--- config.mk ---
export PLATFORM = sky130hd
export DESIGN_NAME = vtp_top
export DESIGN_NICKNAME = d
export VERILOG_FILES = /design/src/hdl/vtp_pkg.sv /design/src/hdl/vtp_pt_walk.sv /design/src/hdl/vtp_tlb.sv /design/src/hdl/vtp_top.sv
export SDC_FILE = /design/constraint.sdc
export NUM_CORES = 1
export LEC_CHECK = 0
export BUFFER_PORTS_ARGS = -buffer_cell sky130_fd_sc_hd__buf_2
export CAP_MARGIN = 40
export CELL_PAD_IN_SITES_DETAIL_PLACEMENT = 1
export CELL_PAD_IN_SITES_GLOBAL_PLACEMENT = 2
export CORE_ASPECT_RATIO = 1.25
export CORE_MARGIN = 10
export CORE_UTILIZATION = 38
export DETAILED_ROUTE_END_ITERATION = 10
export PLACE_DENSITY_LB_ADDON = 0.1
export REMOVE_ABC_BUFFERS = 1
export SLEW_MARGIN = 20
export SYNTH_ARGS = -nofsm -noshare
export SYNTH_HDL_FRONTEND = slang
export SYNTH_SLANG_ARGS = --single-unit
export TNS_END_PERCENT = 30
--- constraint.sdc ---
create_clock -name clk -period 10.2 [get_ports clk]
set_input_delay 1.02 -clock clk [delete_from_list [all_inputs] [get_ports clk]]
set_output_delay 1.02 -clock clk [all_outputs]
set_load 0.01 [all_outputs]
--- src/hdl/vtp_pkg.sv ---
// Shared widths, localparams and structs for the VTP translation shim
// Virtual and physical addresses are 48 bits with 4 KB base pages
// Page table lines are 512 bits and hold eight 64-bit entries each
// Only 4 KB and 2 MB translations exist, so a 1 GB leaf counts as malformed

`default_nettype none

package vtp_pkg;

    // ====================
    // Address geometry
    // ====================

    localparam int VA_WIDTH = 48;
    localparam int PA_WIDTH = 48;
    localparam int PAGE_OFFSET_WIDTH = 12;
    localparam int LINE_DATA_WIDTH = 512;
    localparam int LINE_OFFSET_WIDTH = $clog2(LINE_DATA_WIDTH / 8);
    localparam int LINE_ADDR_WIDTH = PA_WIDTH - LINE_OFFSET_WIDTH;
    localparam int VA_PAGE_IDX_WIDTH = VA_WIDTH - PAGE_OFFSET_WIDTH;
    localparam int PA_PAGE_IDX_WIDTH = PA_WIDTH - PAGE_OFFSET_WIDTH;

    // Radix table with 512 entries of 64 bits per 4 KB page
    localparam int PTE_WIDTH = 64;
    localparam int PT_WORDS_PER_LINE = LINE_DATA_WIDTH / PTE_WIDTH;
    localparam int PT_IDX_WIDTH = 9;
    localparam int PT_WORD_IDX_WIDTH = $clog2(PT_WORDS_PER_LINE);
    localparam int PT_LINE_IDX_WIDTH = PT_IDX_WIDTH - PT_WORD_IDX_WIDTH;
    localparam int PT_MAX_DEPTH = 4;
    localparam int PT_DEPTH_WIDTH = $clog2(PT_MAX_DEPTH);

    localparam int TLB_ENTRIES = 4;

    typedef logic [VA_PAGE_IDX_WIDTH-1:0] va_page_idx_t;
    typedef logic [PA_PAGE_IDX_WIDTH-1:0] pa_page_idx_t;
    typedef logic [LINE_ADDR_WIDTH-1:0] line_addr_t;
    typedef logic [LINE_DATA_WIDTH-1:0] line_data_t;
    typedef logic [PT_DEPTH_WIDTH-1:0] pt_depth_t;

    // Depth of the read that returns a leaf of each page size
    localparam pt_depth_t PT_DEPTH_4KB = pt_depth_t'(PT_MAX_DEPTH - 1);
    localparam pt_depth_t PT_DEPTH_2MB = pt_depth_t'(PT_MAX_DEPTH - 2);

    // ====================
    // Structs
    // ====================

    // Software fills unused entries with all ones, so invalid is set there
    typedef struct packed {
        logic [PTE_WIDTH-LINE_ADDR_WIDTH-LINE_OFFSET_WIDTH-1:0] unused;
        line_addr_t line_addr;
        logic [LINE_OFFSET_WIDTH-3:0] spare;
        logic invalid;
        logic terminal;
    } pte_t;

    typedef struct packed {
        line_addr_t page_table_base;
        logic base_valid;
        logic enabled;
    } vtp_csr_t;

    typedef struct packed {
        logic [VA_WIDTH-1:0] va;
    } xlate_req_t;

    typedef struct packed {
        pa_page_idx_t pa_page;
        logic big_page;
        logic not_present;
    } xlate_rsp_t;

    typedef struct packed {
        va_page_idx_t va_page;
        pa_page_idx_t pa_page;
        logic big_page;
    } tlb_fill_t;

    typedef struct packed {
        line_addr_t line_addr;
    } pt_read_req_t;

endpackage

`default_nettype wire

--- src/hdl/vtp_pt_walk.sv ---
// Hardware page table walker behind the TLB
// Walks a four level radix table that software builds in shared memory
// Handles one walk at a time and keeps at most one line read in flight
// Configuration must be static while enabled
// A missing or malformed entry sets not_present, which only reset clears

`timescale 1ns/10ps
`default_nettype none

module vtp_pt_walk
(
    input  wire logic clk,
    input  wire logic reset,
    input  wire vtp_pkg::vtp_csr_t csr,

    // Walk request from the TLB
    input  wire logic walk_req_en,
    input  wire vtp_pkg::va_page_idx_t walk_req_va,
    output logic walk_req_rdy,

    // Translation result back to the TLB
    output logic fill_en,
    output vtp_pkg::tlb_fill_t fill,
    input  wire logic fill_rdy,
    output logic not_present,

    // Line reads from the page table
    output logic pt_read_en,
    output vtp_pkg::pt_read_req_t pt_read_req,
    input  wire logic pt_read_rdy,
    input  wire logic pt_read_data_en,
    input  wire vtp_pkg::line_data_t pt_read_data
);

    // Index into one table page, split into line and word within line
    typedef struct packed {
        logic [vtp_pkg::PT_LINE_IDX_WIDTH-1:0] line_idx;
        logic [vtp_pkg::PT_WORD_IDX_WIDTH-1:0] word_idx;
    } pt_idx_t;

    typedef enum logic [1:0]
    {
        ST_IDLE,
        ST_START,
        ST_BUSY
    } state_t;

    state_t state;
    logic initialized;
    logic error;
    logic read_outstanding;

    // Registered response of the latest table read
    logic rsp_valid;
    logic rsp_found;
    vtp_pkg::line_addr_t rsp_line;

    // VA under translation and its shifting index copy
    vtp_pkg::va_page_idx_t walk_va;
    vtp_pkg::va_page_idx_t walk_va_idx;
    vtp_pkg::pt_depth_t depth;
    logic [vtp_pkg::PT_WORD_IDX_WIDTH-1:0] word_idx;
    pt_idx_t next_idx;

    vtp_pkg::pte_t [vtp_pkg::PT_WORDS_PER_LINE-1:0] rsp_words;
    vtp_pkg::pte_t rsp_entry;
    logic entry_bad;

    // ====================
    // Control
    // ====================

    // The table root is trusted one cycle after it is valid and enabled
    always_ff @(posedge clk)
    begin
        if (reset)
        begin
            initialized <= 1'b0;
        end
        else
        begin
            initialized <= csr.base_valid && csr.enabled;
        end
    end

    assign walk_req_rdy = initialized && (state == ST_IDLE) && !error;

    always_ff @(posedge clk)
    begin
        if (reset)
        begin
            state <= ST_IDLE;
        end
        else
        begin
            case (state)
                ST_IDLE:
                begin
                    if (walk_req_en && walk_req_rdy)
                    begin
                        state <= ST_START;
                    end
                end
                ST_START:
                begin
                    if (pt_read_en)
                    begin
                        state <= ST_BUSY;
                    end
                end
                default:
                begin
                    // A walk ends with a fill or with the sticky error
                    if (fill_en || error)
                    begin
                        state <= ST_IDLE;
                    end
                end
            endcase
        end
    end

    // The top 9 bits of the shifted VA index the current level
    assign next_idx = walk_va_idx[vtp_pkg::VA_PAGE_IDX_WIDTH-1 -: vtp_pkg::PT_IDX_WIDTH];

    // Depth starts at all ones so the first read lands on level 0
    always_ff @(posedge clk)
    begin
        if (walk_req_en && walk_req_rdy)
        begin
            walk_va <= walk_req_va;
            walk_va_idx <= walk_req_va;
            depth <= '1;
        end
        else if (pt_read_en)
        begin
            word_idx <= next_idx.word_idx;
            walk_va_idx <= walk_va_idx << vtp_pkg::PT_IDX_WIDTH;
            depth <= depth + 1'b1;
        end
    end

    // ====================
    // Read requests
    // ====================

    // A low rdy holds everything, so the address stays stable
    always_comb
    begin
        pt_read_en = 1'b0;
        if ((state == ST_START) ||
            ((state == ST_BUSY) && rsp_valid && !rsp_found && !error))
        begin
            pt_read_en = pt_read_rdy;
        end
    end

    // Root or previous pointer, with the line index of this level spliced in
    always_comb
    begin
        pt_read_req.line_addr = (state == ST_START) ? csr.page_table_base : rsp_line;
        pt_read_req.line_addr[vtp_pkg::PT_LINE_IDX_WIDTH-1:0] = next_idx.line_idx;
    end

    always_ff @(posedge clk)
    begin
        if (reset)
        begin
            read_outstanding <= 1'b0;
        end
        else if (pt_read_en)
        begin
            read_outstanding <= 1'b1;
        end
        else if (pt_read_data_en)
        begin
            read_outstanding <= 1'b0;
        end
    end

    // ====================
    // Responses
    // ====================

    assign rsp_words = pt_read_data;
    assign rsp_entry = rsp_words[word_idx];

    // Invalid entries, pointers past the last level and 1 GB leaves are errors
    always_comb
    begin
        entry_bad = rsp_entry.invalid;
        if (!rsp_entry.terminal && (depth == vtp_pkg::PT_DEPTH_4KB))
        begin
            entry_bad = 1'b1;
        end
        if (rsp_entry.terminal && (depth != vtp_pkg::PT_DEPTH_4KB) &&
            (depth != vtp_pkg::PT_DEPTH_2MB))
        begin
            entry_bad = 1'b1;
        end
    end

    always_ff @(posedge clk)
    begin
        if (reset)
        begin
            rsp_valid <= 1'b0;
            rsp_found <= 1'b0;
            error <= 1'b0;
        end
        else if (pt_read_data_en)
        begin
            rsp_valid <= 1'b1;
            rsp_found <= rsp_entry.terminal && !entry_bad;
            error <= error || entry_bad;
        end
        else if (fill_en || pt_read_en)
        begin
            // The response has been consumed
            rsp_valid <= 1'b0;
            rsp_found <= 1'b0;
        end
    end

    always_ff @(posedge clk)
    begin
        if (pt_read_data_en)
        begin
            rsp_line <= rsp_entry.line_addr;
        end
    end

    // Fill goes out the cycle after the terminal response
    assign fill_en = rsp_found && fill_rdy;
    assign fill.va_page = walk_va;
    assign fill.pa_page = rsp_line[vtp_pkg::LINE_ADDR_WIDTH-1 -: vtp_pkg::PA_PAGE_IDX_WIDTH];
    assign fill.big_page = (depth == vtp_pkg::PT_DEPTH_2MB);
    assign not_present = error;

    // Memory sees at most one read in flight, and never a stray response
    a_single_read: assert property (@(posedge clk) disable iff (reset)
        pt_read_en |-> !read_outstanding);
    a_rsp_expected: assert property (@(posedge clk) disable iff (reset)
        pt_read_data_en |-> read_outstanding);

endmodule

`default_nettype wire

--- src/hdl/vtp_tlb.sv ---
// Four entry fully associative TLB with a four-phase client port
// Hits ack two cycles after req is seen, misses after the walk completes
// Only one miss is handled at a time, and there is no invalidation
// A 2 MB entry passes the low 9 page bits of the VA through

`timescale 1ns/10ps
`default_nettype none

module vtp_tlb
(
    input  wire logic clk,
    input  wire logic reset,

    // Client side
    input  wire logic xlate_req,
    input  wire vtp_pkg::xlate_req_t xlate_req_data,
    output logic xlate_ack,
    output vtp_pkg::xlate_rsp_t xlate_rsp,

    // Walker side
    output logic walk_req_en,
    output vtp_pkg::va_page_idx_t walk_req_va,
    input  wire logic walk_req_rdy,
    input  wire logic fill_en,
    input  wire vtp_pkg::tlb_fill_t fill,
    output logic fill_rdy,
    input  wire logic not_present
);

    typedef struct packed {
        logic big_page;
        vtp_pkg::va_page_idx_t va_page;
        vtp_pkg::pa_page_idx_t pa_page;
    } tlb_entry_t;

    typedef enum logic [2:0]
    {
        ST_IDLE,
        ST_LOOKUP,
        ST_DECIDE,
        ST_MISS,
        ST_FILL,
        ST_ACK
    } state_t;

    state_t state;
    tlb_entry_t [vtp_pkg::TLB_ENTRIES-1:0] entries;
    logic [vtp_pkg::TLB_ENTRIES-1:0] entry_valid;
    logic [$clog2(vtp_pkg::TLB_ENTRIES)-1:0] victim;
    vtp_pkg::va_page_idx_t req_va;

    logic lookup_hit;
    vtp_pkg::pa_page_idx_t lookup_pa;
    logic lookup_big;
    logic hit_q;
    vtp_pkg::pa_page_idx_t hit_pa_q;
    logic hit_big_q;

    // Big pages take their low 9 page bits from the VA
    function automatic vtp_pkg::pa_page_idx_t page_pa(vtp_pkg::pa_page_idx_t pa,
                                                      logic big,
                                                      vtp_pkg::va_page_idx_t va);
        vtp_pkg::pa_page_idx_t result;
        result = pa;
        if (big)
        begin
            result[vtp_pkg::PT_IDX_WIDTH-1:0] = va[vtp_pkg::PT_IDX_WIDTH-1:0];
        end
        return result;
    endfunction

    // ====================
    // Lookup
    // ====================

    // First matching entry wins; the tag compare skips low bits of big pages
    always_comb
    begin
        lookup_hit = 1'b0;
        lookup_pa = '0;
        lookup_big = 1'b0;
        for (int i = 0; i < vtp_pkg::TLB_ENTRIES; i++)
        begin
            if (entry_valid[i] && !lookup_hit &&
                ((entries[i].va_page[vtp_pkg::VA_PAGE_IDX_WIDTH-1:vtp_pkg::PT_IDX_WIDTH] ==
                  req_va[vtp_pkg::VA_PAGE_IDX_WIDTH-1:vtp_pkg::PT_IDX_WIDTH]) &&
                 (entries[i].big_page ||
                  (entries[i].va_page[vtp_pkg::PT_IDX_WIDTH-1:0] ==
                   req_va[vtp_pkg::PT_IDX_WIDTH-1:0]))))
            begin
                lookup_hit = 1'b1;
                lookup_pa = page_pa(entries[i].pa_page, entries[i].big_page, req_va);
                lookup_big = entries[i].big_page;
            end
        end
    end

    // Lookup result is registered, DECIDE always follows LOOKUP
    always_ff @(posedge clk)
    begin
        if (state == ST_LOOKUP)
        begin
            hit_q <= lookup_hit;
            hit_pa_q <= lookup_pa;
            hit_big_q <= lookup_big;
        end
    end

    assign walk_req_en = (state == ST_MISS) && !not_present;
    assign walk_req_va = req_va;
    assign fill_rdy = (state == ST_FILL);

    // ====================
    // Handshake FSM
    // ====================

    always_ff @(posedge clk)
    begin
        if (reset)
        begin
            state <= ST_IDLE;
            xlate_ack <= 1'b0;
            entry_valid <= '0;
            victim <= '0;
        end
        else
        begin
            case (state)
                ST_IDLE:
                begin
                    if (xlate_req)
                    begin
                        req_va <= xlate_req_data.va[vtp_pkg::VA_WIDTH-1 -:
                                                    vtp_pkg::VA_PAGE_IDX_WIDTH];
                        state <= ST_LOOKUP;
                    end
                end
                ST_LOOKUP:
                begin
                    state <= ST_DECIDE;
                end
                ST_DECIDE:
                begin
                    // Hits still translate after the walker has failed
                    if (hit_q)
                    begin
                        xlate_rsp <= '{pa_page: hit_pa_q, big_page: hit_big_q,
                                       not_present: 1'b0};
                        xlate_ack <= 1'b1;
                        state <= ST_ACK;
                    end
                    else if (not_present)
                    begin
                        xlate_rsp <= '{pa_page: '0, big_page: 1'b0, not_present: 1'b1};
                        xlate_ack <= 1'b1;
                        state <= ST_ACK;
                    end
                    else
                    begin
                        state <= ST_MISS;
                    end
                end
                ST_MISS:
                begin
                    if (not_present)
                    begin
                        xlate_rsp <= '{pa_page: '0, big_page: 1'b0, not_present: 1'b1};
                        xlate_ack <= 1'b1;
                        state <= ST_ACK;
                    end
                    else if (walk_req_rdy)
                    begin
                        state <= ST_FILL;
                    end
                end
                ST_FILL:
                begin
                    if (fill_en)
                    begin
                        entry_valid[victim] <= 1'b1;
                        victim <= victim + 1'b1;
                        xlate_rsp <= '{pa_page: page_pa(fill.pa_page, fill.big_page, req_va),
                                       big_page: fill.big_page, not_present: 1'b0};
                        xlate_ack <= 1'b1;
                        state <= ST_ACK;
                    end
                    else if (not_present)
                    begin
                        // Failed walk leaves the entry set as it was
                        xlate_rsp <= '{pa_page: '0, big_page: 1'b0, not_present: 1'b1};
                        xlate_ack <= 1'b1;
                        state <= ST_ACK;
                    end
                end
                default:
                begin
                    if (!xlate_req)
                    begin
                        xlate_ack <= 1'b0;
                        state <= ST_IDLE;
                    end
                end
            endcase
        end
    end

    // Round-robin victim takes the walker's result
    always_ff @(posedge clk)
    begin
        if (fill_en && fill_rdy)
        begin
            entries[victim] <= '{big_page: fill.big_page, va_page: fill.va_page,
                                 pa_page: fill.pa_page};
        end
    end

    // Client keeps req up until the TLB has answered
    a_req_held: assert property (@(posedge clk) disable iff (reset)
        xlate_req && !xlate_ack |=> xlate_req);

endmodule

`default_nettype wire

--- src/hdl/vtp_top.sv ---
// VTP translation shim top level
// Client uses a four-phase req/ack handshake, memory uses en/rdy reads
// Configuration is static and enables walks one cycle after it is valid

`timescale 1ns/10ps
`default_nettype none

module vtp_top
(
    input  wire logic clk,
    input  wire logic reset,
    input  wire vtp_pkg::vtp_csr_t csr,

    input  wire logic xlate_req,
    input  wire vtp_pkg::xlate_req_t xlate_req_data,
    output logic xlate_ack,
    output vtp_pkg::xlate_rsp_t xlate_rsp,

    output logic pt_read_en,
    output vtp_pkg::pt_read_req_t pt_read_req,
    input  wire logic pt_read_rdy,
    input  wire logic pt_read_data_en,
    input  wire vtp_pkg::line_data_t pt_read_data
);

    // TLB to walker links
    logic walk_req_en;
    vtp_pkg::va_page_idx_t walk_req_va;
    logic walk_req_rdy;
    logic fill_en;
    vtp_pkg::tlb_fill_t fill;
    logic fill_rdy;
    logic not_present;

    vtp_tlb i_tlb
    (
        .clk, .reset, .xlate_req, .xlate_req_data, .xlate_ack, .xlate_rsp,
        .walk_req_en, .walk_req_va, .walk_req_rdy, .fill_en, .fill, .fill_rdy,
        .not_present
    );

    vtp_pt_walk i_pt_walk
    (
        .clk, .reset, .csr, .walk_req_en, .walk_req_va, .walk_req_rdy,
        .fill_en, .fill, .fill_rdy, .not_present, .pt_read_en, .pt_read_req,
        .pt_read_rdy, .pt_read_data_en, .pt_read_data
    );

endmodule

`default_nettype wire

* Word-level counts from Yosys, hierarchy flattened
Cells that the tools add are included.
Storage, ports and cells: flip-flop bits (word level) 539, latch bits 0, memory bits (writable) 0, ROM bits 0, input port bits 609, output and inout bits 82, memories 0
Operators by class: add/sub/neg operators 2, $mul 0, div/mod/pow operators 0, magnitude comparators 3, equality and inequality tests 25, shifts and indexed selects 0, multiplexer cells 54, bitwise gates (word level) 4, reductions and logical operators 55
Operators with widths (number):
- bitwise mux 292 bit | 1
- two-way mux 36 bit | 6
- binary-select mux 64 bit (select 3 bit) | 1
- demux 73 bit (select 2 bit) | 1
- two-way mux 38 bit | 3
- case mux 38 bit (3 select lines) | 1
- == test 27 bit | 4
- two-way mux 73 bit | 1
- two-way mux 48 bit | 1
- two-way mux 9 bit | 5
- two-way mux 42 bit | 1
- == test 9 bit | 4
- logical AND 1 bit | 26
- two-way mux 3 bit | 8
- two-way mux 1 bit | 18
- case mux 3 bit (5 select lines) | 1
- logical OR 1 bit | 8
- != test 2 bit, second input constant | 4
- AND reduction 2 bit | 4
- zero test 1 bit | 7
- == test 2 bit, second input constant | 3
- == test 3 x 2 -> 1 bit, second input constant | 2
- two-way mux 2 bit | 3
- != test 6 x 1 -> 1 bit, second input constant | 1
- other kinds (23) | 29

* Logic depth before layout (Yosys ltp)
Gate-level depths: netlist of run 1.
depth in word-level cells 17, depth in mapped cells 11, depth with buffers taken out 7

* Cells and area by module
Synthesis of run 1 repeated with hierarchy kept, for this count alone.
Unflattened totals: cell total of the unflattened synthesis 1588, area, all modules 24379.6 sq um
Modules (own cells, without submodules):
- vtp_tlb | times used 1, cells each 1154, area an instance 17548.1 sq um, sequential area each 12331.8 sq um
- vtp_pt_walk | times used 1, cells each 434, area an instance 6831.6 sq um, sequential area each 3493.4 sq um

* Least setup slack after synthesis of run 1
Ideal clock, no wire load.
path type input to register, start point input reset, end point register i_tlb.req_va[0] (netlist: i_tlb.walk_req_va[0]) (enable), setup time 0.519 ns, data arrival time 4.697 ns, data required time 9.681 ns, path slack 4.984 ns, stages on the path 2, buffers on the path 1, cells stage by stage clkbuf_1 > nor4_1
On the way: cells in the longest elaborated chain, start to end 2
Ends and longest elaborated chain:
- start: declaration | RTL line vtp_top.sv:11 | input wire logic reset,
- inverter 1 bit (no line)
- AND reduction 3 bit (no line)
- end signal: assignment | RTL line vtp_tlb.sv:133 | req_va <= xlate_req_data.va[vtp_pkg::VA_WIDTH-1 -:
- end: declaration | RTL line vtp_tlb.sv:50 | vtp_pkg::va_page_idx_t req_va;
No other way between the ends. A chain may end at the register's enable or synchronous reset.

* Final worst setup path of run 1
start point register i_tlb.req_va[2] (netlist: i_tlb.walk_req_va[2]), end point register i_tlb.hit_pa_q[0] (data pin)
On the way: cells in the longest elaborated chain, start to end 17, elaborated cells on any way between the ends 29, those cells by class 4 x eq/ne; 7 x mux; 18 x reduce/logical
Ends and longest elaborated chain:
- == test 9 bit | RTL line vtp_tlb.sv:88 | (entries[i].va_page[vtp_pkg::PT_IDX_WIDTH-1:0] ==
- logical OR 1 bit | RTL line vtp_tlb.sv:87 | (entries[i].big_page ||
- logical AND 1 bit | RTL line vtp_tlb.sv:86 | req_va[vtp_pkg::VA_PAGE_IDX_WIDTH-1:vtp_pkg::PT_IDX_WIDTH]) &&
- logical AND 1 bit | RTL line vtp_tlb.sv:84 | if (entry_valid[i] && !lookup_hit &&
- two-way mux 1 bit | RTL line vtp_tlb.sv:84
- zero test 1 bit | RTL line vtp_tlb.sv:84
- logical AND 1 bit (2 in series) | RTL line vtp_tlb.sv:84
- two-way mux 1 bit | RTL line vtp_tlb.sv:84
- zero test 1 bit | RTL line vtp_tlb.sv:84
- logical AND 1 bit (2 in series) | RTL line vtp_tlb.sv:84
- two-way mux 1 bit | RTL line vtp_tlb.sv:84
- zero test 1 bit | RTL line vtp_tlb.sv:84
- logical AND 1 bit (2 in series) | RTL line vtp_tlb.sv:84
- two-way mux 36 bit (*) | RTL line vtp_tlb.sv:84
- via i_tlb.lookup_pa[0] | RTL line vtp_tlb.sv:53 | vtp_pkg::pa_page_idx_t lookup_pa;
- end signal: assignment | RTL line vtp_tlb.sv:104 | hit_pa_q <= lookup_pa;
- end: declaration | RTL line vtp_tlb.sv:56 | vtp_pkg::pa_page_idx_t hit_pa_q;
The timed path passes the listed nets; every way through them passes the cells marked *.

==> results of run 1 <==
## cell usage in the layout, fill, tap and decap left out, drive strengths merged, types with 19 or more instances in the layout
| master | count |
|---|---|
| a21oi | 32 |
| edfxtp | 515 |
| nand4 | 20 |
| a222oi | 33 |
| a22oi | 19 |
| clkinv | 30 |
| xnor2 | 84 |
| xor2 | 61 |
| mux2i | 32 |
| mux4 | 76 |
| inv | 23 |
| nor2 | 38 |
| mux2 | 89 |
| buf | 498 |
| nand2 | 195 |
| clkbuf | 64 |
## flip-flops by register name (all words and copies together) (netlist names), 2 cells and up
signal	count
i_tlb.victim	2
i_tlb.walk_req_va	36
i_tlb.entry_valid	4
i_tlb.xlate_rsp	38
i_pt_walk.rsp_line	36
i_pt_walk.walk_va_idx	36
i_tlb.entries	292
i_pt_walk.state	2
i_pt_walk.word_idx	3
i_tlb.state	3
i_pt_walk.walk_va	36
i_tlb.hit_pa_q	36
i_pt_walk.depth	2
## how the worst max path moves through the flow
stage                                     start                   end  slack, ns  cells past startpoint
after floorplan                       xlate_req  i_tlb.walk_req_va[0]       5.16                      2
after global placement    i_tlb.walk_req_va[27]    i_tlb.hit_pa_q[24]       6.31                      7
after detailed placement   i_tlb.walk_req_va[0]     i_tlb.hit_pa_q[0]       6.44                      9
after CTS                    i_pt_walk.state[0]            pt_read_en       6.30                      6
after global routing         i_pt_walk.state[0]            pt_read_en       6.23                      6
final                      i_tlb.walk_req_va[2]     i_tlb.hit_pa_q[0]       6.42                      8
## cell families after synthesis
family                   after synthesis  synth area share (%)
adder cells (fa/ha/maj)                6                0.3164
flip-flops                           533                 66.71
AO/OA/AOI/OAI                        157                 5.205
AND/OR/NAND/NOR                      352                 6.935
XOR/XNOR                             145                 5.353
buffers and inverters                143                 2.695
multiplexers                         197                 12.79
## final cells by class
type                            instances  area [um2]  area share [%]
Antenna cell                            3       7.507         0.02615
Timing Repair Buffer                  498        2633           9.169
Clock buffer                           64        1431           4.986
Inverter                               22       83.83          0.2920
Sequential cell                       533       15830           55.12
Multi-Input combinational cell        857        7323           25.51
Tap cell                              832        1041           3.626
Clock inverter                         39       365.4           1.273
## metrics by stage
stage | setup WS, ns | total power [uW]
global route | 6.233 | 5491
floorplan | 5.156 | 2978
detailed placement | 6.441 | 3307
finish | 6.420 | 5291
CTS | 6.304 | 5357
global placement | 6.309 | 3283
## per-layer routing
| metal | vias up | global-route usage (%) | share of wire [%] |
|---|---|---|---|
| met5 | - | 0 | 0.070 |
| met3 | 90 | 6.896 | 8.3 |
| met1 | 7857 | 27.24 | 41 |
| met2 | 573 | 36.57 | 49 |
| met4 | 10 | 4.260 | 1.7 |
| li1 | 6787 | - | - |
## power groups by stage
stage               clock [uW]  sequential (uW)  combinational (uW)
finish                    2040             2670                 581
global route              2170             2680                 635
CTS                       2090             2670                 594
detailed placement           0             2720                 591
global placement             0             2710                 572
floorplan                    0             2680                 297
## worst reg2reg max path, stage by stage (launching register included)
cell and delay (ns):
edfxtp_1 0.67, xor2_1 0.27, nor4_1 0.67, and3_1 0.60, or2_1 0.32, a211oi_4 0.09, buf_4 0.35, a211o_1 0.36
a22o_1 0.20
==> flow_metrics.py, run 1 <==
metrics = {
    "run_status": {
        "status": "completed",
    },
    "sta": {
        "hold_violations": 0,
        "rsz0062_at_grt": "false",
        "fmax_mhz": 264.5,
        "fin_crit_ns": 3.780,
        "tightest_slew_ns": 0.8377,
        "min_period_over_period_pct": 37.06,
        "slew_viol_final": 0,
        "skew_ns": 0.02123,
        "fin_tns_setup_ns": 0,
        "holdWs_ns": 0.4182,
        "setup_violations": 0,
        "slew_headroom_pct": 43.98,
    },
    "min_path": {
        "min_to": "i_pt_walk.word_idx[0]",
        "hp-class": "flop to flop",
        "worstHoldStart": "i_pt_walk.walk_va_idx[27]",
        "hold_depth": 0,
    },
    "routing": {
        "vias_per_cell": 5.378,
        "ant_nets": 0,
        "drt-pass1-iter-count": 6,
        "num_vias": 15320,
        "routed_wl_mm": 81.09,
        "drc": 0,
        "drt_iter0_drc": 1209,
        "avgRoutedWirePerCell_um": 28.47,
    },
    "critical_path": {
        "cpPeakStageDelay_ns": 0.67,
        "cp_max_fo": 41,
        "reg2reg_slack_ns": 6.42,
        "critical_path.slowest_cell": "edfxtp_1",
        "cp_top_family": "simple AND/OR/NAND/NOR gates",
        "cp-end-kind": "flop",
        "reg2reg_depth": 8,
        "path_buf_inv": 1,
        "r2r-start": "i_tlb.walk_req_va[2]",
        "required_ns": 10.56,
        "reg2reg_to": "i_tlb.hit_pa_q[0]",
        "worst-setup-path-type": "flop to flop",
        "startpoint_type": "flop",
        "worstPathArrival_ns": 4.14,
        "path_cells": "xor2_1 > nor4_1 > and3_1 > or2_1 > a211oi_4 > buf_4 > a211o_1 > a22o_1",
    },
    "finish": {
        "drive_above_1_share_pct": 37.70,
        "design_area_um2": 28710,
        "fin_util_pct": 46.38,
        "fillerInstances": 6303,
        "area_growth_pct": 21.02,
        "nets": 2583,
        "layoutNonFillerInstCount": 2848,
    },
    "cts": {
        "cts_root_buffer": "clkbuf_16",
        "clk_pin_slew_ns": 0.07,
        "postCtsSetupRepairBufs": 0,
        "cts_buffer_depth": 3,
        "insertion_delay_ns": 0.62,
        "cts_tree": "done",
        "cts_made_buffers": 56,
        "hold_buffers": 0,
        "clock_sinks": 533,
        "htreeDepth": 2,
        "cts_resized": 0,
    },
    "synthesis": {
        "synth_top_cells_by_area": "edfxtp_1 65%, mux4_2 7.2%, mux2_2 4.2%",
        "ys_types": 58,
        "synth_top_area_share_pct": 65.19,
        "synthFlopType": "edfxtp_1",
        "synth_largest_area_cell": "edfxtp_1",
        "synth_area_um2": 23720,
        "seq_area_frac_synth_pct": 66.71,
        "synth.most_common_cell": "edfxtp_1",
        "synth_common_cells": "515 x edfxtp_1, 195 x nand2_1, 89 x mux2_2",
        "async_flop_share_pct": 0,
        "synth_cells": 1533,
        "avgSynthCellArea_um2": 15.48,
        "synth_seq_cells": 533,
        "synth_edf_count": 515,
        "yosys_warnings": 0,
    },
    "floorplanning": {
        "die_h_um": 299.4,
        "num_rows": 102,
        "io_pins": 691,
        "core_area_um2": 61900,
        "die-width_um": 243.5,
        "die-area_um2": 72890,
        "start_util_pct": 38.33,
    },
    "grt": {
        "grt_usage_pct": 21.78,
        "grt-ovfl-total": 0,
        "antenna_found_initial": 17,
        "grt_pass1_vias": 16730,
        "grt_pass1_wl_mm": 117.0,
        "grt_start_max_net_pins": 57,
    },
    "power": {
        "p_seq_share_pct": 50.5,
        "vdd_drop_max_mv": 0.1536,
        "pwr-share-comb_pct": 11.0,
        "swShare_pct": 25.26,
        "internal_power_uw": 3954,
        "p_leak_uw": 0.01037,
        "p_sw_uw": 1337,
        "clock_power_share_pct": 38.5,
        "p_per_area_nw_per_um2": 184.3,
    },
    "place": {
        "dp_hpwl_mm": 57.94,
        "place_inst": 2742,
        "place_congestion": 0.8477,
        "placed_cell_area_um2": 26910,
        "port_buffers": 464,
    },
    "job": {
        "cap_viol_max_count": 0,
    },
}
(Power assumes the default switching activity.)
==> run 2, diff against run 1 <==
--- a/config.mk
+++ b/config.mk
@@ -11,7 +11,7 @@
 export CELL_PAD_IN_SITES_GLOBAL_PLACEMENT = 2
 export CORE_ASPECT_RATIO = 1.25
 export CORE_MARGIN = 10
-export CORE_UTILIZATION = 38
+export CORE_UTILIZATION = 32
 export DETAILED_ROUTE_END_ITERATION = 10
 export PLACE_DENSITY_LB_ADDON = 0.1
 export REMOVE_ABC_BUFFERS = 1
==> constraint.sdc (replaced) <==
create_clock -name clk -period 3.37 [get_ports clk]
set_input_delay 0.337 -clock clk [delete_from_list [all_inputs] [get_ports clk]]
set_output_delay 0.337 -clock clk [all_outputs]
set_load 0.01 [all_outputs]
==> run 2 against run 1 <==
  * Register-to-register slack got worse by 6.3 ns
  * Sequential power increased to 3.0 times the previous value
  * Flip-flop and latch count unchanged
  * Non-clock buffer count increased by 98
  * Routed wire length increased by 5.3%
  * Clock skew increased by 0.012 ns
  * Clock power increased to 3.2 times the previous value
  * Critical path depth unchanged
  * Global-route usage decreased by 2.3 points
  * Sequential share of layout area decreased by 2.4 points
  * Maximum frequency increased by 16%
  * Final cell count increased by 8.1%
  * Critical endpoint is now i_tlb.hit_pa_q[20]
  * Largest cell class unchanged
  * Largest power group unchanged
==> flow_metrics.py, run 2 (synthesis results as in run 1) <==
metrics = {
    "sta": {
        "setup_violations": 0,
        "hold_violations": 0,
        "rsz0062_at_grt": "false",
        "min_period_over_period_pct": 96.91,
        "fin_crit_ns": 3.266,
        "fmax_mhz": 306.2,
        "fin_tns_setup_ns": 0,
        "slew_viol_final": 0,
        "holdWs_ns": 0.09844,
        "slew_headroom_pct": 43.58,
        "skew_ns": 0.03358,
        "tightest_slew_ns": 0.8463,
    },
    "routing": {
        "drc": 0,
        "routed_wl_mm": 85.39,
        "vias_per_cell": 5.074,
        "num_vias": 15620,
        "drt-pass1-iter-count": 5,
        "ant_nets": 0,
        "avgRoutedWirePerCell_um": 27.74,
        "drt_iter0_drc": 1113,
    },
    "floorplanning": {
        "num_rows": 111,
        "die-area_um2": 85500,
        "die-width_um": 263.5,
        "core_area_um2": 73470,
        "start_util_pct": 32.29,
        "die_h_um": 324.4,
        "io_pins": 691,
    },
    "cts": {
        "htreeDepth": 2,
        "cts_buffer_depth": 3,
        "cts_tree": "done",
        "clock_sinks": 533,
        "postCtsSetupRepairBufs": 0,
        "clk_pin_slew_ns": 0.06,
        "cts_made_buffers": 58,
        "cts_root_buffer": "clkbuf_16",
        "insertion_delay_ns": 0.65,
    },
    "critical_path": {
        "required_ns": 3.76,
        "reg2reg_slack_ns": 0.10,
        "cp-end-kind": "flop",
        "worst-setup-path-type": "flop to flop",
        "cp_max_fo": 5,
        "worstPathArrival_ns": 3.66,
        "startpoint_type": "flop",
    },
    "grt": {
        "grt_pass1_vias": 17460,
        "grt_pass1_wl_mm": 123.6,
        "grt-ovfl-total": 0,
        "grt_start_max_net_pins": 58,
        "antenna_found_initial": 12,
        "grt_usage_pct": 19.44,
    },
    "finish": {
        "largest_reg_flops": 292,
        "final_cell_mix": "515 x edfxtp_1, 464 x buf_2, 195 x nand2_1",
        "nets": 2683,
        "layout_commonest_cell": "edfxtp_1",
        "drive_above_1_share_pct": 39.18,
        "area_growth_pct": 26.42,
        "largest_registers": "i_tlb.entries: 292 flops, i_tlb.xlate_rsp: 38 flops",
        "top_register": "i_tlb.entries",
    },
    "run_status": {
        "status": "completed",
    },
    "min_path": {
        "hp-class": "input port to flop",
    },
    "place": {
        "dp_hpwl_mm": 62.41,
        "place_congestion": 0.8356,
        "port_buffers": 464,
    },
    "power": {
        "p_total_uw": 16480,
        "p_leak_uw": 0.01094,
        "p_per_area_nw_per_um2": 549.6,
        "vdd_drop_max_mv": 0.5056,
    },
    "job": {
        "cap_viol_max_count": 0,
    },
}
==> run 2: metrics by stage <==
stage	area, um2	util [%]	worst slack (ns)	cells
after floorplan	23170	-	-1.245	1412
after global placement	27670	37.66	0.07621	2930
after detailed placement	27670	37.66	0.06271	2930
after CTS	29960	40.78	0.02472	3075
after global routing	29990	40.82	0.02431	3076
final	29990	40.82	0.1040	3078
==> run 2: where the power goes <==
part / total [uW] / internal, uW / switching (uW) / leakage, uW
clock network: 6490 / 3710 / 2780 / 0.000939
logic: 1950 / 859 / 1090 / 0.00516
registers: 8050 / 7700 / 356 / 0.00483
total: 16500 / 12300 / 4220 / 0.0109
==> run 2: worst paths after layout <==
check | from | end | cells past startpoint
worst max-delay path | i_tlb.walk_req_va[21] | i_tlb.hit_pa_q[20] | 8
worst min-delay path | reset | i_tlb.victim[0] | 2
worst max register to register | i_tlb.walk_req_va[21] | i_tlb.hit_pa_q[20] | 8
worst min register to register | i_pt_walk.walk_va_idx[27] | i_pt_walk.word_idx[0] | 0
==> run 2: final cells by class <==
class | count | area (um2)
diodes | 2 | 5.005
fillers | 7524 | 43480
multi-input cells | 857 | 7327
clock inverters | 42 | 444.2
flip-flops and latches | 533 | 15830
repair buffers | 596 | 3626
inverters | 22 | 82.58
well taps | 960 | 1201
clock buffers | 66 | 1481
==> run 2: what timing repair did <==
item | in CTS | in global routing
hold buffers | 37 | 0
endpoints found under the hold margin | 37 | 0
gates resized for setup | 0 | 2
setup endpoints to repair | 0 | 5
==> run 2: per-layer routing <==
| metal | vias to the layer above | share of wire, % | GRT usage (%) | wire, um |
|---|---|---|---|---|
| li1 | 6999 | - | - | - |
| met1 | 7977 | 43 | 25.15 | 37100 |
| met2 | 558 | 48 | 32.33 | 40950 |
| met3 | 81 | 7.1 | 5.153 | 6058 |
| met4 | 2 | 1.5 | 3.780 | 1278 |
| met5 | - | 0.0082 | 0 | 7 |
==> run 2: critical path, stage by stage (launching register included) <==
cell and delay [ns]:
edfxtp_1 0.44, xnor2_1 0.31, nand4_1 0.17, or4_1 0.70, or3_4 0.46, a211oi_4 0.43
buf_4 0.22, nor2_1 0.05, a221o_1 0.25
